### config.mk
export PLATFORM = sky130hd
export DESIGN_NAME = alu_pipe_top
export DESIGN_NICKNAME = d
export VERILOG_FILES = /design/src/verilog/pipe_pkg.sv /design/src/verilog/alu_pipe_top.sv /design/src/verilog/apb_regs.sv /design/src/verilog/decode_stage.sv /design/src/verilog/exec_stage.sv /design/src/verilog/pipe_cmd_fsm.sv /design/src/verilog/pipe_counters.sv /design/src/verilog/pipe_ctrl.sv
export SDC_FILE = /design/constraint.sdc
export NUM_CORES = 1
export LEC_CHECK = 0
export BUFFER_PORTS_ARGS = -buffer_cell sky130_fd_sc_hd__buf_2
export CAP_MARGIN = 25
export CORE_MARGIN = 3
export CORE_UTILIZATION = 59
export CTS_BUF_LIST = sky130_fd_sc_hd__clkbuf_16
export DETAILED_ROUTE_END_ITERATION = 12
export GPL_TIMING_DRIVEN = 0
export PLACE_DENSITY = 0.82
export SETUP_SLACK_MARGIN = 0.05
export SLEW_MARGIN = 20
export SYNTH_ARGS = -nofsm -noshare
export SYNTH_HDL_FRONTEND = slang
export SYNTH_SLANG_ARGS = --single-unit
### constraint.sdc
create_clock -name clk -period 6.6 [get_ports clk]
set_input_delay 0.66 -clock clk [delete_from_list [all_inputs] [get_ports clk]]
set_output_delay 0.66 -clock clk [all_outputs]
set_load 0.02 [all_outputs]
### src/verilog/pipe_pkg.sv
`default_nettype none

package pipe_pkg;

  // Widths
  localparam int WORD_W  = 16;
  localparam int TAG_W   = 4;
  localparam int COUNT_W = 16;
  localparam int APB_AW  = 4;
  localparam int APB_DW  = 32;

  // Both stage controllers keep a registered valid
  localparam int STAGE_REG = 1;

  typedef logic [WORD_W-1:0]  word_t;
  typedef logic [TAG_W-1:0]   tag_t;
  typedef logic [COUNT_W-1:0] count_t;
  typedef logic [APB_AW-1:0]  apb_addr_t;
  typedef logic [APB_DW-1:0]  apb_data_t;

  typedef enum logic [2:0] {
    OP_NOP = 3'd0,
    OP_ADD = 3'd1,
    OP_SUB = 3'd2,
    OP_AND = 3'd3,
    OP_XOR = 3'd4,
    OP_MUL = 3'd5
  } op_e;

  typedef enum logic [1:0] {
    UOP_ADD = 2'd0,
    UOP_AND = 2'd1,
    UOP_XOR = 2'd2,
    UOP_MUL = 2'd3
  } uop_e;

  typedef enum logic [1:0] {
    ST_IDLE  = 2'd0,
    ST_RUN   = 2'd1,
    ST_PAUSE = 2'd2,
    ST_FLUSH = 2'd3
  } state_e;

  typedef struct packed {
    op_e   op;
    word_t a;
    word_t b;
    tag_t  tag;
  } req_t;

  // Subtract arrives here as an add with b inverted and carry_in set
  typedef struct packed {
    uop_e  kind;
    word_t a;
    word_t b;
    logic  carry_in;
    tag_t  tag;
  } uop_t;

  typedef struct packed {
    word_t result;
    tag_t  tag;
  } rsp_t;

  typedef struct packed {
    logic run;
    logic pause;
    logic flush_pulse;
    logic clear_pulse;
  } cmd_t;

  // Register map
  localparam apb_addr_t REG_CTRL   = 4'h0;
  localparam apb_addr_t REG_STATUS = 4'h4;
  localparam apb_addr_t REG_DONE   = 4'h8;
  localparam apb_addr_t REG_DROP   = 4'hC;

endpackage

`default_nettype wire
### src/verilog/alu_pipe_top.sv
`default_nettype none
`timescale 1ns/1ps

module alu_pipe_top (
  input  logic                clk,
  input  logic                rst_n,
  input  logic                psel_i,
  input  logic                penable_i,
  input  logic                pwrite_i,
  input  pipe_pkg::apb_addr_t paddr_i,
  input  pipe_pkg::apb_data_t pwdata_i,
  output pipe_pkg::apb_data_t prdata_o,
  output logic                pready_o,
  output logic                pslverr_o,
  input  logic                in_valid_i,
  input  pipe_pkg::req_t      in_req_i,
  output logic                in_ready_o,
  output logic                out_valid_o,
  output pipe_pkg::rsp_t      out_rsp_o,
  input  logic                out_ready_i
);
  import pipe_pkg::*;

  // Decode to exec
  logic   dec_valid;
  uop_t   dec_uop;
  logic   exe_ready;

  // Control path
  cmd_t   cmd;
  state_e state;
  logic   stall_dec;
  logic   stall_exe;
  logic   flush;
  logic   done;
  logic   drop;
  count_t done_cnt;
  count_t drop_cnt;

  decode_stage u_decode (
    .clk       (clk),
    .rst_n     (rst_n),
    .in_valid_i(in_valid_i),
    .in_req_i  (in_req_i),
    .in_ready_o(in_ready_o),
    .stall_i   (stall_dec),
    .flush_i   (flush),
    .ready_i   (exe_ready),
    .valid_o   (dec_valid),
    .uop_o     (dec_uop),
    .drop_o    (drop)
  );

  exec_stage u_exec (
    .clk        (clk),
    .rst_n      (rst_n),
    .valid_i    (dec_valid),
    .uop_i      (dec_uop),
    .ready_o    (exe_ready),
    .stall_i    (stall_exe),
    .flush_i    (flush),
    .out_ready_i(out_ready_i),
    .out_valid_o(out_valid_o),
    .out_rsp_o  (out_rsp_o),
    .done_o     (done)
  );

  pipe_cmd_fsm u_fsm (
    .clk        (clk),
    .rst_n      (rst_n),
    .cmd_i      (cmd),
    .stall_dec_o(stall_dec),
    .stall_exe_o(stall_exe),
    .flush_o    (flush),
    .state_o    (state)
  );

  pipe_counters u_counters (
    .clk       (clk),
    .rst_n     (rst_n),
    .done_i    (done),
    .drop_i    (drop),
    .clear_i   (cmd.clear_pulse),
    .done_cnt_o(done_cnt),
    .drop_cnt_o(drop_cnt)
  );

  apb_regs u_regs (
    .clk       (clk),
    .rst_n     (rst_n),
    .psel_i    (psel_i),
    .penable_i (penable_i),
    .pwrite_i  (pwrite_i),
    .paddr_i   (paddr_i),
    .pwdata_i  (pwdata_i),
    .prdata_o  (prdata_o),
    .pready_o  (pready_o),
    .pslverr_o (pslverr_o),
    .state_i   (state),
    .done_cnt_i(done_cnt),
    .drop_cnt_i(drop_cnt),
    .cmd_o     (cmd)
  );

endmodule

`default_nettype wire

### src/verilog/apb_regs.sv
`default_nettype none
`timescale 1ns/1ps

module apb_regs (
  input  logic                clk,
  input  logic                rst_n,
  input  logic                psel_i,
  input  logic                penable_i,
  input  logic                pwrite_i,
  input  pipe_pkg::apb_addr_t paddr_i,
  input  pipe_pkg::apb_data_t pwdata_i,
  output pipe_pkg::apb_data_t prdata_o,
  output logic                pready_o,
  output logic                pslverr_o,
  input  pipe_pkg::state_e    state_i,
  input  pipe_pkg::count_t    done_cnt_i,
  input  pipe_pkg::count_t    drop_cnt_i,
  output pipe_pkg::cmd_t      cmd_o
);
  import pipe_pkg::*;

  logic access;
  logic addr_hit;
  logic wr_ctrl;
  logic run_q;
  logic pause_q;
  logic flush_q;
  logic clear_q;

  // Zero wait states, every access ends in its first ACCESS cycle
  assign access   = psel_i && penable_i;
  assign wr_ctrl  = access && pwrite_i && (paddr_i == REG_CTRL);
  assign pready_o = 1'b1;

  always_comb begin
    addr_hit = 1'b1;
    case (paddr_i)
      REG_CTRL:   prdata_o = apb_data_t'({pause_q, run_q});
      REG_STATUS: prdata_o = apb_data_t'(state_i);
      REG_DONE:   prdata_o = apb_data_t'(done_cnt_i);
      REG_DROP:   prdata_o = apb_data_t'(drop_cnt_i);
      default: begin
        prdata_o = '0;
        addr_hit = 1'b0;
      end
    endcase
  end

  assign pslverr_o = access && !addr_hit;

  always_ff @(posedge clk) begin
    if (!rst_n) begin
      run_q   <= 1'b0;
      pause_q <= 1'b0;
      flush_q <= 1'b0;
      clear_q <= 1'b0;
    end else begin
      // Flush and clear are one-cycle strobes
      flush_q <= wr_ctrl && pwdata_i[2];
      clear_q <= wr_ctrl && pwdata_i[3];
      if (wr_ctrl) begin
        run_q   <= pwdata_i[0];
        pause_q <= pwdata_i[1];
      end
    end
  end

  always_comb begin
    cmd_o.run         = run_q;
    cmd_o.pause       = pause_q;
    cmd_o.flush_pulse = flush_q;
    cmd_o.clear_pulse = clear_q;
  end

endmodule

`default_nettype wire

### src/verilog/decode_stage.sv
`default_nettype none
`timescale 1ns/1ps

module decode_stage (
  input  logic           clk,
  input  logic           rst_n,
  input  logic           in_valid_i,
  input  pipe_pkg::req_t in_req_i,
  output logic           in_ready_o,
  input  logic           stall_i,
  input  logic           flush_i,
  input  logic           ready_i,
  output logic           valid_o,
  output pipe_pkg::uop_t uop_o,
  output logic           drop_o
);
  import pipe_pkg::*;

  logic is_nop;
  logic advance;
  logic held_valid;
  uop_t uop_d;
  uop_t uop_q;

  assign is_nop = in_valid_i && (in_req_i.op == OP_NOP);

  pipe_ctrl #(
    .REG(STAGE_REG)
  ) u_ctrl (
    .clk      (clk),
    .rst_n    (rst_n),
    .valid_i  (in_valid_i),
    .ready_i  (ready_i),
    .stall_i  (stall_i),
    .flush_i  (flush_i),
    .bubble_i (is_nop),
    .valid_o  (held_valid),
    .ready_o  (in_ready_o),
    .advance_o(advance),
    .flush_o  (),
    .bubble_o (drop_o)
  );

  always_comb begin
    uop_d.kind     = UOP_ADD;
    uop_d.a        = in_req_i.a;
    uop_d.b        = in_req_i.b;
    uop_d.carry_in = 1'b0;
    uop_d.tag      = in_req_i.tag;
    case (in_req_i.op)
      // a - b is a + ~b + 1
      OP_SUB: begin
        uop_d.b        = ~in_req_i.b;
        uop_d.carry_in = 1'b1;
      end
      OP_AND:  uop_d.kind = UOP_AND;
      OP_XOR:  uop_d.kind = UOP_XOR;
      OP_MUL:  uop_d.kind = UOP_MUL;
      default: uop_d.kind = UOP_ADD;
    endcase
  end

  always_ff @(posedge clk) begin
    if (advance) begin
      uop_q <= uop_d;
    end
  end

  // A stalled decode keeps its micro-op and offers nothing to exec
  assign valid_o = held_valid && !stall_i;
  assign uop_o   = uop_q;

endmodule

`default_nettype wire

### src/verilog/exec_stage.sv
`default_nettype none
`timescale 1ns/1ps

module exec_stage (
  input  logic           clk,
  input  logic           rst_n,
  input  logic           valid_i,
  input  pipe_pkg::uop_t uop_i,
  output logic           ready_o,
  input  logic           stall_i,
  input  logic           flush_i,
  input  logic           out_ready_i,
  output logic           out_valid_o,
  output pipe_pkg::rsp_t out_rsp_o,
  output logic           done_o
);
  import pipe_pkg::*;

  logic  advance;
  logic  held_valid;
  word_t result_d;
  rsp_t  rsp_q;

  pipe_ctrl #(
    .REG(STAGE_REG)
  ) u_ctrl (
    .clk      (clk),
    .rst_n    (rst_n),
    .valid_i  (valid_i),
    .ready_i  (out_ready_i),
    .stall_i  (stall_i),
    .flush_i  (flush_i),
    .bubble_i (1'b0),
    .valid_o  (held_valid),
    .ready_o  (ready_o),
    .advance_o(advance),
    .flush_o  (),
    .bubble_o ()
  );

  always_comb begin
    case (uop_i.kind)
      UOP_ADD: result_d = uop_i.a + uop_i.b + word_t'(uop_i.carry_in);
      UOP_AND: result_d = uop_i.a & uop_i.b;
      UOP_XOR: result_d = uop_i.a ^ uop_i.b;
      // Only the low half of the product is kept
      UOP_MUL: result_d = uop_i.a * uop_i.b;
      default: result_d = '0;
    endcase
  end

  always_ff @(posedge clk) begin
    if (advance) begin
      rsp_q.result <= result_d;
      rsp_q.tag    <= uop_i.tag;
    end
  end

  // No transfer while paused or while the pipe is being flushed
  assign out_valid_o = held_valid && !stall_i && !flush_i;
  assign out_rsp_o   = rsp_q;
  assign done_o      = out_valid_o && out_ready_i;

  // Result must not change under backpressure
  assert property (@(posedge clk) disable iff (!rst_n)
    out_valid_o && !out_ready_i |=> $stable(out_rsp_o));

endmodule

`default_nettype wire

### src/verilog/pipe_cmd_fsm.sv
`default_nettype none
`timescale 1ns/1ps

module pipe_cmd_fsm (
  input  logic             clk,
  input  logic             rst_n,
  input  pipe_pkg::cmd_t   cmd_i,
  output logic             stall_dec_o,
  output logic             stall_exe_o,
  output logic             flush_o,
  output pipe_pkg::state_e state_o
);
  import pipe_pkg::*;

  state_e state_q;
  state_e state_d;

  always_comb begin
    state_d = state_q;
    if (state_q == ST_FLUSH) begin
      // Flush is a single cycle
      state_d = ST_IDLE;
    end else if (cmd_i.flush_pulse) begin
      state_d = ST_FLUSH;
    end else begin
      case (state_q)
        ST_IDLE: begin
          if (cmd_i.run) begin
            state_d = ST_RUN;
          end
        end
        ST_RUN: begin
          if (!cmd_i.run) begin
            state_d = ST_IDLE;
          end else if (cmd_i.pause) begin
            state_d = ST_PAUSE;
          end
        end
        ST_PAUSE: begin
          if (!cmd_i.run) begin
            state_d = ST_IDLE;
          end else if (!cmd_i.pause) begin
            state_d = ST_RUN;
          end
        end
        default: state_d = ST_IDLE;
      endcase
    end
  end

  always_ff @(posedge clk) begin
    if (!rst_n) begin
      state_q <= ST_IDLE;
    end else begin
      state_q <= state_d;
    end
  end

  // Idle still lets exec drain its last result
  assign stall_dec_o = (state_q != ST_RUN);
  assign stall_exe_o = (state_q == ST_PAUSE);
  assign flush_o     = (state_q == ST_FLUSH);
  assign state_o     = state_q;

  assert property (@(posedge clk) disable iff (!rst_n)
    state_q == ST_FLUSH |=> state_q != ST_FLUSH);

endmodule

`default_nettype wire

### src/verilog/pipe_counters.sv
`default_nettype none
`timescale 1ns/1ps

module pipe_counters (
  input  logic             clk,
  input  logic             rst_n,
  input  logic             done_i,
  input  logic             drop_i,
  input  logic             clear_i,
  output pipe_pkg::count_t done_cnt_o,
  output pipe_pkg::count_t drop_cnt_o
);
  import pipe_pkg::*;

  count_t done_q;
  count_t drop_q;

  // Stops at all ones instead of wrapping
  function automatic count_t sat_inc(input count_t value, input logic en);
    if (en && (value != '1)) begin
      return value + count_t'(1);
    end
    return value;
  endfunction

  always_ff @(posedge clk) begin
    if (!rst_n || clear_i) begin
      done_q <= '0;
      drop_q <= '0;
    end else begin
      done_q <= sat_inc(done_q, done_i);
      drop_q <= sat_inc(drop_q, drop_i);
    end
  end

  assign done_cnt_o = done_q;
  assign drop_cnt_o = drop_q;

endmodule

`default_nettype wire

### src/verilog/pipe_ctrl.sv
`default_nettype none
`timescale 1ns/1ps

module pipe_ctrl #(
  parameter int REG = 1
) (
  input  logic clk,
  input  logic rst_n,
  input  logic valid_i,
  input  logic ready_i,
  input  logic stall_i,
  input  logic flush_i,
  input  logic bubble_i,
  output logic valid_o,
  output logic ready_o,
  output logic advance_o,
  output logic flush_o,
  output logic bubble_o
);

  if (REG != 0) begin : g_reg
    logic can_accept;
    logic valid_q;

    // Stage can take a new item unless stalled or its own output is stuck
    assign can_accept = !stall_i && !(valid_q && !ready_i);

    // Priority is flush, hold, bubble, advance
    assign flush_o   = flush_i;
    assign bubble_o  = !flush_i && bubble_i && can_accept;
    assign advance_o = !flush_i && !bubble_i && valid_i && can_accept;
    assign ready_o   = can_accept;
    assign valid_o   = valid_q;

    always_ff @(posedge clk) begin
      if (!rst_n) begin
        valid_q <= 1'b0;
      end else if (flush_o || bubble_o) begin
        valid_q <= 1'b0;
      end else if (can_accept) begin
        valid_q <= valid_i;
      end
    end
  end else begin : g_pass
    // No register, so the stage always moves its input along
    assign valid_o   = valid_i;
    assign ready_o   = ready_i;
    assign advance_o = 1'b1;
    assign flush_o   = 1'b0;
    assign bubble_o  = 1'b0;
  end

  assert property (@(posedge clk) disable iff (!rst_n) !(flush_o && advance_o));
  assert property (@(posedge clk) disable iff (!rst_n) bubble_o |-> !advance_o);

endmodule

`default_nettype wire

==> results.txt, run 1 <==
The flow ran to the end, and the final reports show no timing, DRC or antenna violations. The number of storage elements in the synthesis netlist is 99. Buffers added to address setup during post-CTS repair amount to 0. The endpoint kind of the worst setup timing path is a flop. The number of hold violations in the final report came to 0. The post-layout instance count excluding filler cells came out at roughly 1300. The count of hold-fix buffers inserted at cts came out at 0.

The slew at the pin closest to its max-slew limit is 0.745 ns. In the synthesized netlist, the number of instances is 946. The critical path in this run is classified as flop to flop. The mapped netlist covers approximately 0.009 mm². The insertion delay to the later sink of the worst-skew pair is 0.36 ns.

The number of buffers inserted by port buffering is 92. For this run, the share of the core covered by cells in the final layout is 0.687. The total number of vias came out at 7170. The die extent in x came out at between 100 and 150 µm. The element type at the critical path start is a flop. The count of endpoints failing setup in the final report is 0. The final count of pins violating max slew came out at 0.

Using the TritonRoute via totals, the vias-per-cell ratio works out to between 5 and 6. Entering global routing, the biggest net connects 36 pins. Across the routed clock network, the largest skew measured is 0.0117 ns. The cell area power density came out at around 120 mW/mm².

The I/O pin total is 138. The worst slew margin relative to its limit came out at 0.503. In the post-synthesis netlist, the biggest area contributors are edfxtp_1, fa_1, ha_1, dfxtp_1, inv_1. The clock slew at the register clock pins of the worst setup and hold paths came out at ~0.070 ns. The highest cell delay on the worst timing path is 0.67 ns.

After routing the design area is ~0.01 mm². The wire length per cell is approximately 18 µm. The clock sink total came out at 99. The library cell appearing most often on the critical path is fa_1. For the finished layout, the period the worst path requires is about 6.3 ns.

The data required time at the worst endpoint is between 6 and 7 ns. The layout cell share with drive strength beyond 1 is 0.146. The share of synthesized area in the top cell type comes to 0.195. The via count of the first global-routing pass came out at about 7100.

After synthesis, the share of flip-flops with an asynchronous set or reset is 0. The leakage power figure came out at approximately 4.6 nW. Along the worst path, the maximum fanout reaches 10.

The total number of yosys warnings came out at 0. The placed instance count is roughly 1200. The number of enable-type register cells in the synthesized netlist came out at 59.

The detailed-placement wirelength estimate came out at about 17 mm. The fmax came out at roughly 160 MHz. The number of distinct library cell variants in the gate-level netlist after synthesis came out at roughly 70. Data arrives at the worst endpoint at between 6 and 7 ns. The classification of the worst-slack hold path is flop to flop. The number of H-tree branching levels is 3. The final total power came out at 1.26 mW. The wire length of the first global-routing pass is ~36 mm.

The detailed-router iteration count before antenna repair is 5. The count of antenna-violating nets left after detailed routing is 0. After detailed placement, the total cell area comes to about 0.0099 mm². At the end of routability-driven placement, the weighted congestion stood at 0.994. The initial standard-cell utilization of the core is 0.614. The post-route setup TNS is 0 ns. The first-iteration detailed-routing DRC count came out at just over 500. The deepest clock path buffer count is 2. In this run the clock root is driven by a clkbuf_16. The part of the cycle the worst path needs came out at 0.952. In this run the mean area of a mapped cell was between 9 and 10 µm². The number of antenna diodes in the final layout is 0. Across every metal layer, demand over resource in global routing totals 0.274. The core region area came out at 0.0148 mm².

The worst-case IR drop observed on VDD is 0.201 mV. For this run, the leading register cell type out of synthesis is edfxtp_1. The biggest area contributor in the post-synthesis netlist is edfxtp_1.

After floorplanning, the core was divided into 44 placement rows. The quantity of gates resized following cts is 0. The most common cell in the synthesized netlist is inv_1. The total wirelength of the detailed-routed design came out at 22.2 mm. The area of the die is approximately 0.017 mm². Of the synthesized area, sequential elements account for 0.283. The initial antenna violation count came to 0. The total DRC errors in the routed layout is 0.

Setup repair after global routing left no endpoint under its margin. The overall overflow remaining after global route is 0. The CTS tree is done.

The number of violations of the max-capacitance limit is 0. TritonCTS created 9 clock buffers. Walking the worst path, the cells encountered are clkbuf_1 > nand2_1 > fa_1 > fa_1 > fa_1 > fa_1 > inv_1 > fa_1 > inv_1 > fa_1 > inv_1 > ha_1 > a21o_1 > nand2_1 > nand3b_1 > xor2_1 > mux4_2 > nor2b_1. The layout overhead on the synthesized area is 11.8%. On the critical path, the stage with the largest delay is an instance of edfxtp_1. The net count of the finished layout is 1297. The floorplan die height is between 100 and 150 µm.

Sorting the synthesized cells by how often they occur yields inv_1, nand2_1, fa_1.
-- worst max-delay path: cells and delay by family (launching register included) --
| kind | cells | cell delay, ns |
|---|---|---|
| xor+xnor | 1 | 0.17 |
| mux | 1 | 0.44 |
| simple gates | 4 | 0.48 |
| compound gates | 1 | 0.20 |
| fa+ha+maj | 7 | 3.43 |
| buf+inv | 4 | 0.65 |
| flops | 1 | 0.67 |
-- where the power goes --
| group | total [mW] | internal [mW] | switching [mW] |
|---|---|---|---|
| registers | 0.653 | 0.653 | 0.000624 |
| logic | 0.0884 | 0.0398 | 0.0486 |
| clock network | 0.515 | 0.263 | 0.252 |
| total | 1.26 | 0.955 | 0.302 |
-- sequential cells by signal, summed over array words and instances, names as in the netlist --
register and flops:
u_decode.uop_o 39, u_exec.out_rsp_o 20, u_counters.done_cnt_o 16, u_counters.drop_cnt_o 16, u_fsm.state_o 2, u_decode.u_ctrl.valid_o 1, u_exec.u_ctrl.valid_o 1, u_regs.clear_q 1
u_regs.flush_q 1, u_regs.pause_q 1, u_regs.run_q 1
-- worst paths after layout --
| check | from | slack [ns] | end | cells past startpoint |
|---|---|---|---|---|
| setup / recovery | u_decode.uop_o[6] | 0.31 | u_exec.out_rsp_o[17] | 18 |
| hold / removal | u_decode.uop_o[3] | 0.43 | u_exec.out_rsp_o[3] | 0 |
| hold reg to reg | u_decode.uop_o[3] | 0.43 | u_exec.out_rsp_o[3] | 0 |
| setup reg to reg | u_decode.uop_o[6] | 0.31 | u_exec.out_rsp_o[17] | 18 |
-- metrics by stage --
step	worst slack, ns	hold WS [ns]
2_1_floorplan	1.07	0.400
6_report	0.314	0.431
5_1_grt	0.176	0.453
4_1_cts	0.362	0.432
3_3_place_gp	0.479	0.406
3_5_place_dp	0.392	0.415
-- kinds of logic (layout without fill, tap and decap cells) --
logic type | Yosys count | count (layout) | synth area share
compound gates | 129 | 129 | 0.0972
xor+xnor | 76 | 76 | 0.0732
fa+ha+maj | 149 | 149 | 0.273
buf+inv | 171 | 281 | 0.0776
flops | 99 | 99 | 0.283
mux | 14 | 14 | 0.0265
other cells | 2 | 17 | 0.000826
simple gates | 306 | 306 | 0.169
-- per-layer routing --
layer	global-route usage	share of wire
met3	0.0704	0.091
met4	0.0886	0.026
met1	0.366	0.41
met2	0.441	0.48
met5	0	0
-- final cells by class --
class,instances,area [µm²]
Buffer,44,229
Clock buffer,9,225
Clock inverter,7,63.8
Fill cell,1114,4640
Inverter,127,477
Multi-Input combinational cell,691,5880
Sequential cell,99,2570
Tap cell,184,230
Timing Repair Buffer,94,492
-- layout by cell type (no fill, tap or decap), drive strengths merged, types with 3 or more instances in the layout --
cell type / Yosys / final
o31a: 3 / 3
or3: 11 / 11
nand3b: 3 / 3
nor3: 6 / 6
xor2: 34 / 34
o211ai: 4 / 4
o21ai: 28 / 28
a21oi: 30 / 30
nand3: 13 / 13
a22o: 14 / 14
fa: 82 / 82
and4: 7 / 7
a22oi: 3 / 3
clkbuf: 24 / 33
nand2: 98 / 98
and2: 69 / 69
edfxtp: 59 / 59
mux2i: 5 / 5
inv: 126 / 129
mux4: 8 / 8
nand4: 5 / 5
or2: 3 / 3
o21a: 4 / 4
nor2b: 10 / 10
a211oi: 3 / 3
a21o: 10 / 10
dfxtp: 40 / 40
nor2: 62 / 62
xnor2: 42 / 42
conb: 2 / 17
nand2b: 3 / 3
a31o: 4 / 4
clkinv: 1 / 5
ha: 67 / 67
and3: 8 / 8
a21boi: 4 / 4
buf: 20 / 114
No activity file was read; power rests on OpenSTA's default activity.
==> run 2: changes to the inputs <==
--- a/config.mk
+++ b/config.mk
@@ -8,11 +8,10 @@
 export BUFFER_PORTS_ARGS = -buffer_cell sky130_fd_sc_hd__buf_2
 export CAP_MARGIN = 25
 export CORE_MARGIN = 3
-export CORE_UTILIZATION = 59
+export CORE_UTILIZATION = 35
 export CTS_BUF_LIST = sky130_fd_sc_hd__clkbuf_16
 export DETAILED_ROUTE_END_ITERATION = 12
 export GPL_TIMING_DRIVEN = 0
-export PLACE_DENSITY = 0.82
 export SETUP_SLACK_MARGIN = 0.05
 export SLEW_MARGIN = 20
 export SYNTH_ARGS = -nofsm -noshare
==> results.txt, run 2 (synthesized netlist as in run 1, its figures left out) <==
CTS saw between 90 and 100 sinks. The count of antenna-violating nets left after detailed routing is 0. The final cell utilization of the core came out at 0.408. The part of the cycle the worst path needs is 0.941.

Data on the critical path arrives at its endpoint at 6.32 ns. The proportion of power drawn by flip-flops and latches came out at 0.517. The post-route setup TNS is 0 ns. Across the run, the number of max-cap violations was 0. The leakage power figure is 4.58 nW. The initial antenna violation count is 1. The worst setup path is captured at a flop. The number of buffers inserted by port buffering is 92. The final route contains about 6900 vias.

Setup repair after global routing left no endpoint under its margin. The run finished with clean final reports. The number of stages on the worst hold path came out at 0. Leaving out fill and tap cells, the most frequent cell in the layout is inv_1. The data required time at the worst endpoint is around 6.7 ns. The total wirelength of the detailed-routed design is roughly 23 mm. The tightest min-delay check is of the flop to flop type.

The detailed-router iteration count before antenna repair is 5. The cell area power density is 122 mW/mm². The element type at the critical path start is a flop. Cell internal power was estimated by the tool at around 960 µW. The antenna diode instance count came out at 0. The overall global routing resource usage came out at 0.165. The worst pin sits at a relative slew slack of 0.528.

The net load switching power is a little over 300 µW. The die covers 0.0280 mm². The number of hold violations in the final report came out at 0. The maximum number of pins on one net before global-route repair is 36. The post-CTS setup buffer count came out at 0. The clock root buffer is clkbuf_16. The fmax came out at 161 MHz.

In the routed layout, each cell is associated on average with a via count of between 4 and 5. The final count of pins violating max slew was 0. The die extent in x is 167 µm. The congestion estimate from routability-driven global placement came to 0.910. The count of endpoints failing setup in the final report is 0. The count of standard-cell rows came out at between 50 and 60. The wire length per cell is between 15 and 20 µm.

The category of the most critical setup path is flop to flop. The number of flip-flops in the largest register came out at 39. The net count of the finished layout came out at roughly 1300.

Counting the buffers created by CTS gives 9. The initial standard-cell utilization of the core came out at 0.358. Of the total power, the share spent switching nets is 0.241. The layout cell share with drive strength beyond 1 is 0.147. The detailed-placement wirelength estimate is ~18 mm.

The overall overflow remaining after global route came out at 0. The standard cell area after detailed placement is between 0.01 and 0.015 mm². The post-route clock skew came out at roughly 0.02 ns. The final total power came out at about 1.3 mW. At the pin with the least slew margin, the transition time is 0.708 ns. The layout overhead on the synthesized area is 13.8%. The H-tree was split into 3 levels.

The core region area came out at between 0.02 and 0.03 mm². The proportion of power drawn by the clock network came out at 0.412. The library cells used most frequently in the layout, excluding fill and tap cells, are inv_1, nand2_1, buf_2. The wire length of the first global-routing pass is between 30 and 40 mm. The number of cells traversed by the worst register-to-register path came out at 18. The total DRC errors in the routed layout is 0. The first-iteration detailed-routing DRC count came out at 480. Of all nets on the critical path, the largest fanout is 10. Clock-pin slew was measured on the worst setup and hold paths at approximately 0.070 ns.

The insertion delay to the later sink of the worst-skew pair is roughly 0.37 ns. The worst IR drop on VDD is around 0.12 mV. Of the total power, combinational logic draws 0.071. TritonCTS built the clock tree. The I/O pin total came out at ~140. The deepest clock path buffer count is 2. The shortest clock period the worst path allows after layout came out at 6.21 ns. The cell area after layout came out at ~0.010 mm². The via count of the first global-routing pass is 6936.

The floorplan die height came out at around 170 µm. Across all hold checks on the routed design, the worst slack comes to ~0.43 ns.
run 2: cell types whose count changed in the layout (fill, tap and decap cells not counted), sizes merged:
cell / change
inv: +1
clkinv: -1
run 2: path summary, 6_finish.rpt:
kind / startpoint / to / slack [ns]
worst min-delay path: u_decode.uop_o[2] / u_exec.out_rsp_o[2] / 0.43
worst min register to register: u_decode.uop_o[2] / u_exec.out_rsp_o[2] / 0.43
worst max-delay path: u_decode.uop_o[7] / u_exec.out_rsp_o[17] / 0.39
worst max register to register: u_decode.uop_o[7] / u_exec.out_rsp_o[17] / 0.39
run 2: power by group through the flow:
stage	logic (mW)	clock network, mW	registers [mW]
floorplan	0.0565	0	0.667
global placement	0.0883	0	0.667
detailed placement	0.0897	0	0.667
CTS	0.0900	0.533	0.653
global route	0.0999	0.554	0.653
finish	0.0894	0.520	0.653
run 2: routing by layer:
metal	vias up	global-route usage	routed length, µm
met5	-	0	13
li1	3338	-	-
met1	3365	0.222	10200
met4	2	0.0477	430
met3	32	0.0267	1220
met2	196	0.278	11100
run 2: metrics by stage:
stage / cells / worst slack (ns)
floorplan: 961 / 1.07
global placement: 1383 / 0.323
detailed placement: 1385 / 0.251
CTS: 1401 / 0.237
global route: 1401 / 0.133
finish: 1401 / 0.393
run 2: critical path, cell delays in order (launching register included):
cell      delay [ns]
edfxtp_1        0.52
clkbuf_1        0.47
nand2_1         0.15
fa_1            0.51
fa_1            0.58
fa_1            0.47
fa_1            0.56
inv_1           0.05
fa_1            0.47
inv_1           0.05
fa_1            0.49
inv_1           0.05
ha_1            0.37
a21o_1          0.25
nand2_1         0.09
nand3b_1        0.11
xor2_1          0.18
mux4_2          0.44
nor2b_1         0.15
run 2: repair_timing:
item,4_1_cts,5_1_grt
endpoints found under the setup margin,0,1
resized for setup,0,2
hold buffers,0,0
run 2: area by class of cell:
type	instances	area [µm²]
Fill cell	2535	15000
Multi-Input combinational cell	691	5880
Sequential cell	99	2570
Timing Repair Buffer	94	492
Inverter	127	477
Tap cell	330	413
Buffer	44	230
Clock buffer	9	225
Clock inverter	7	67.6
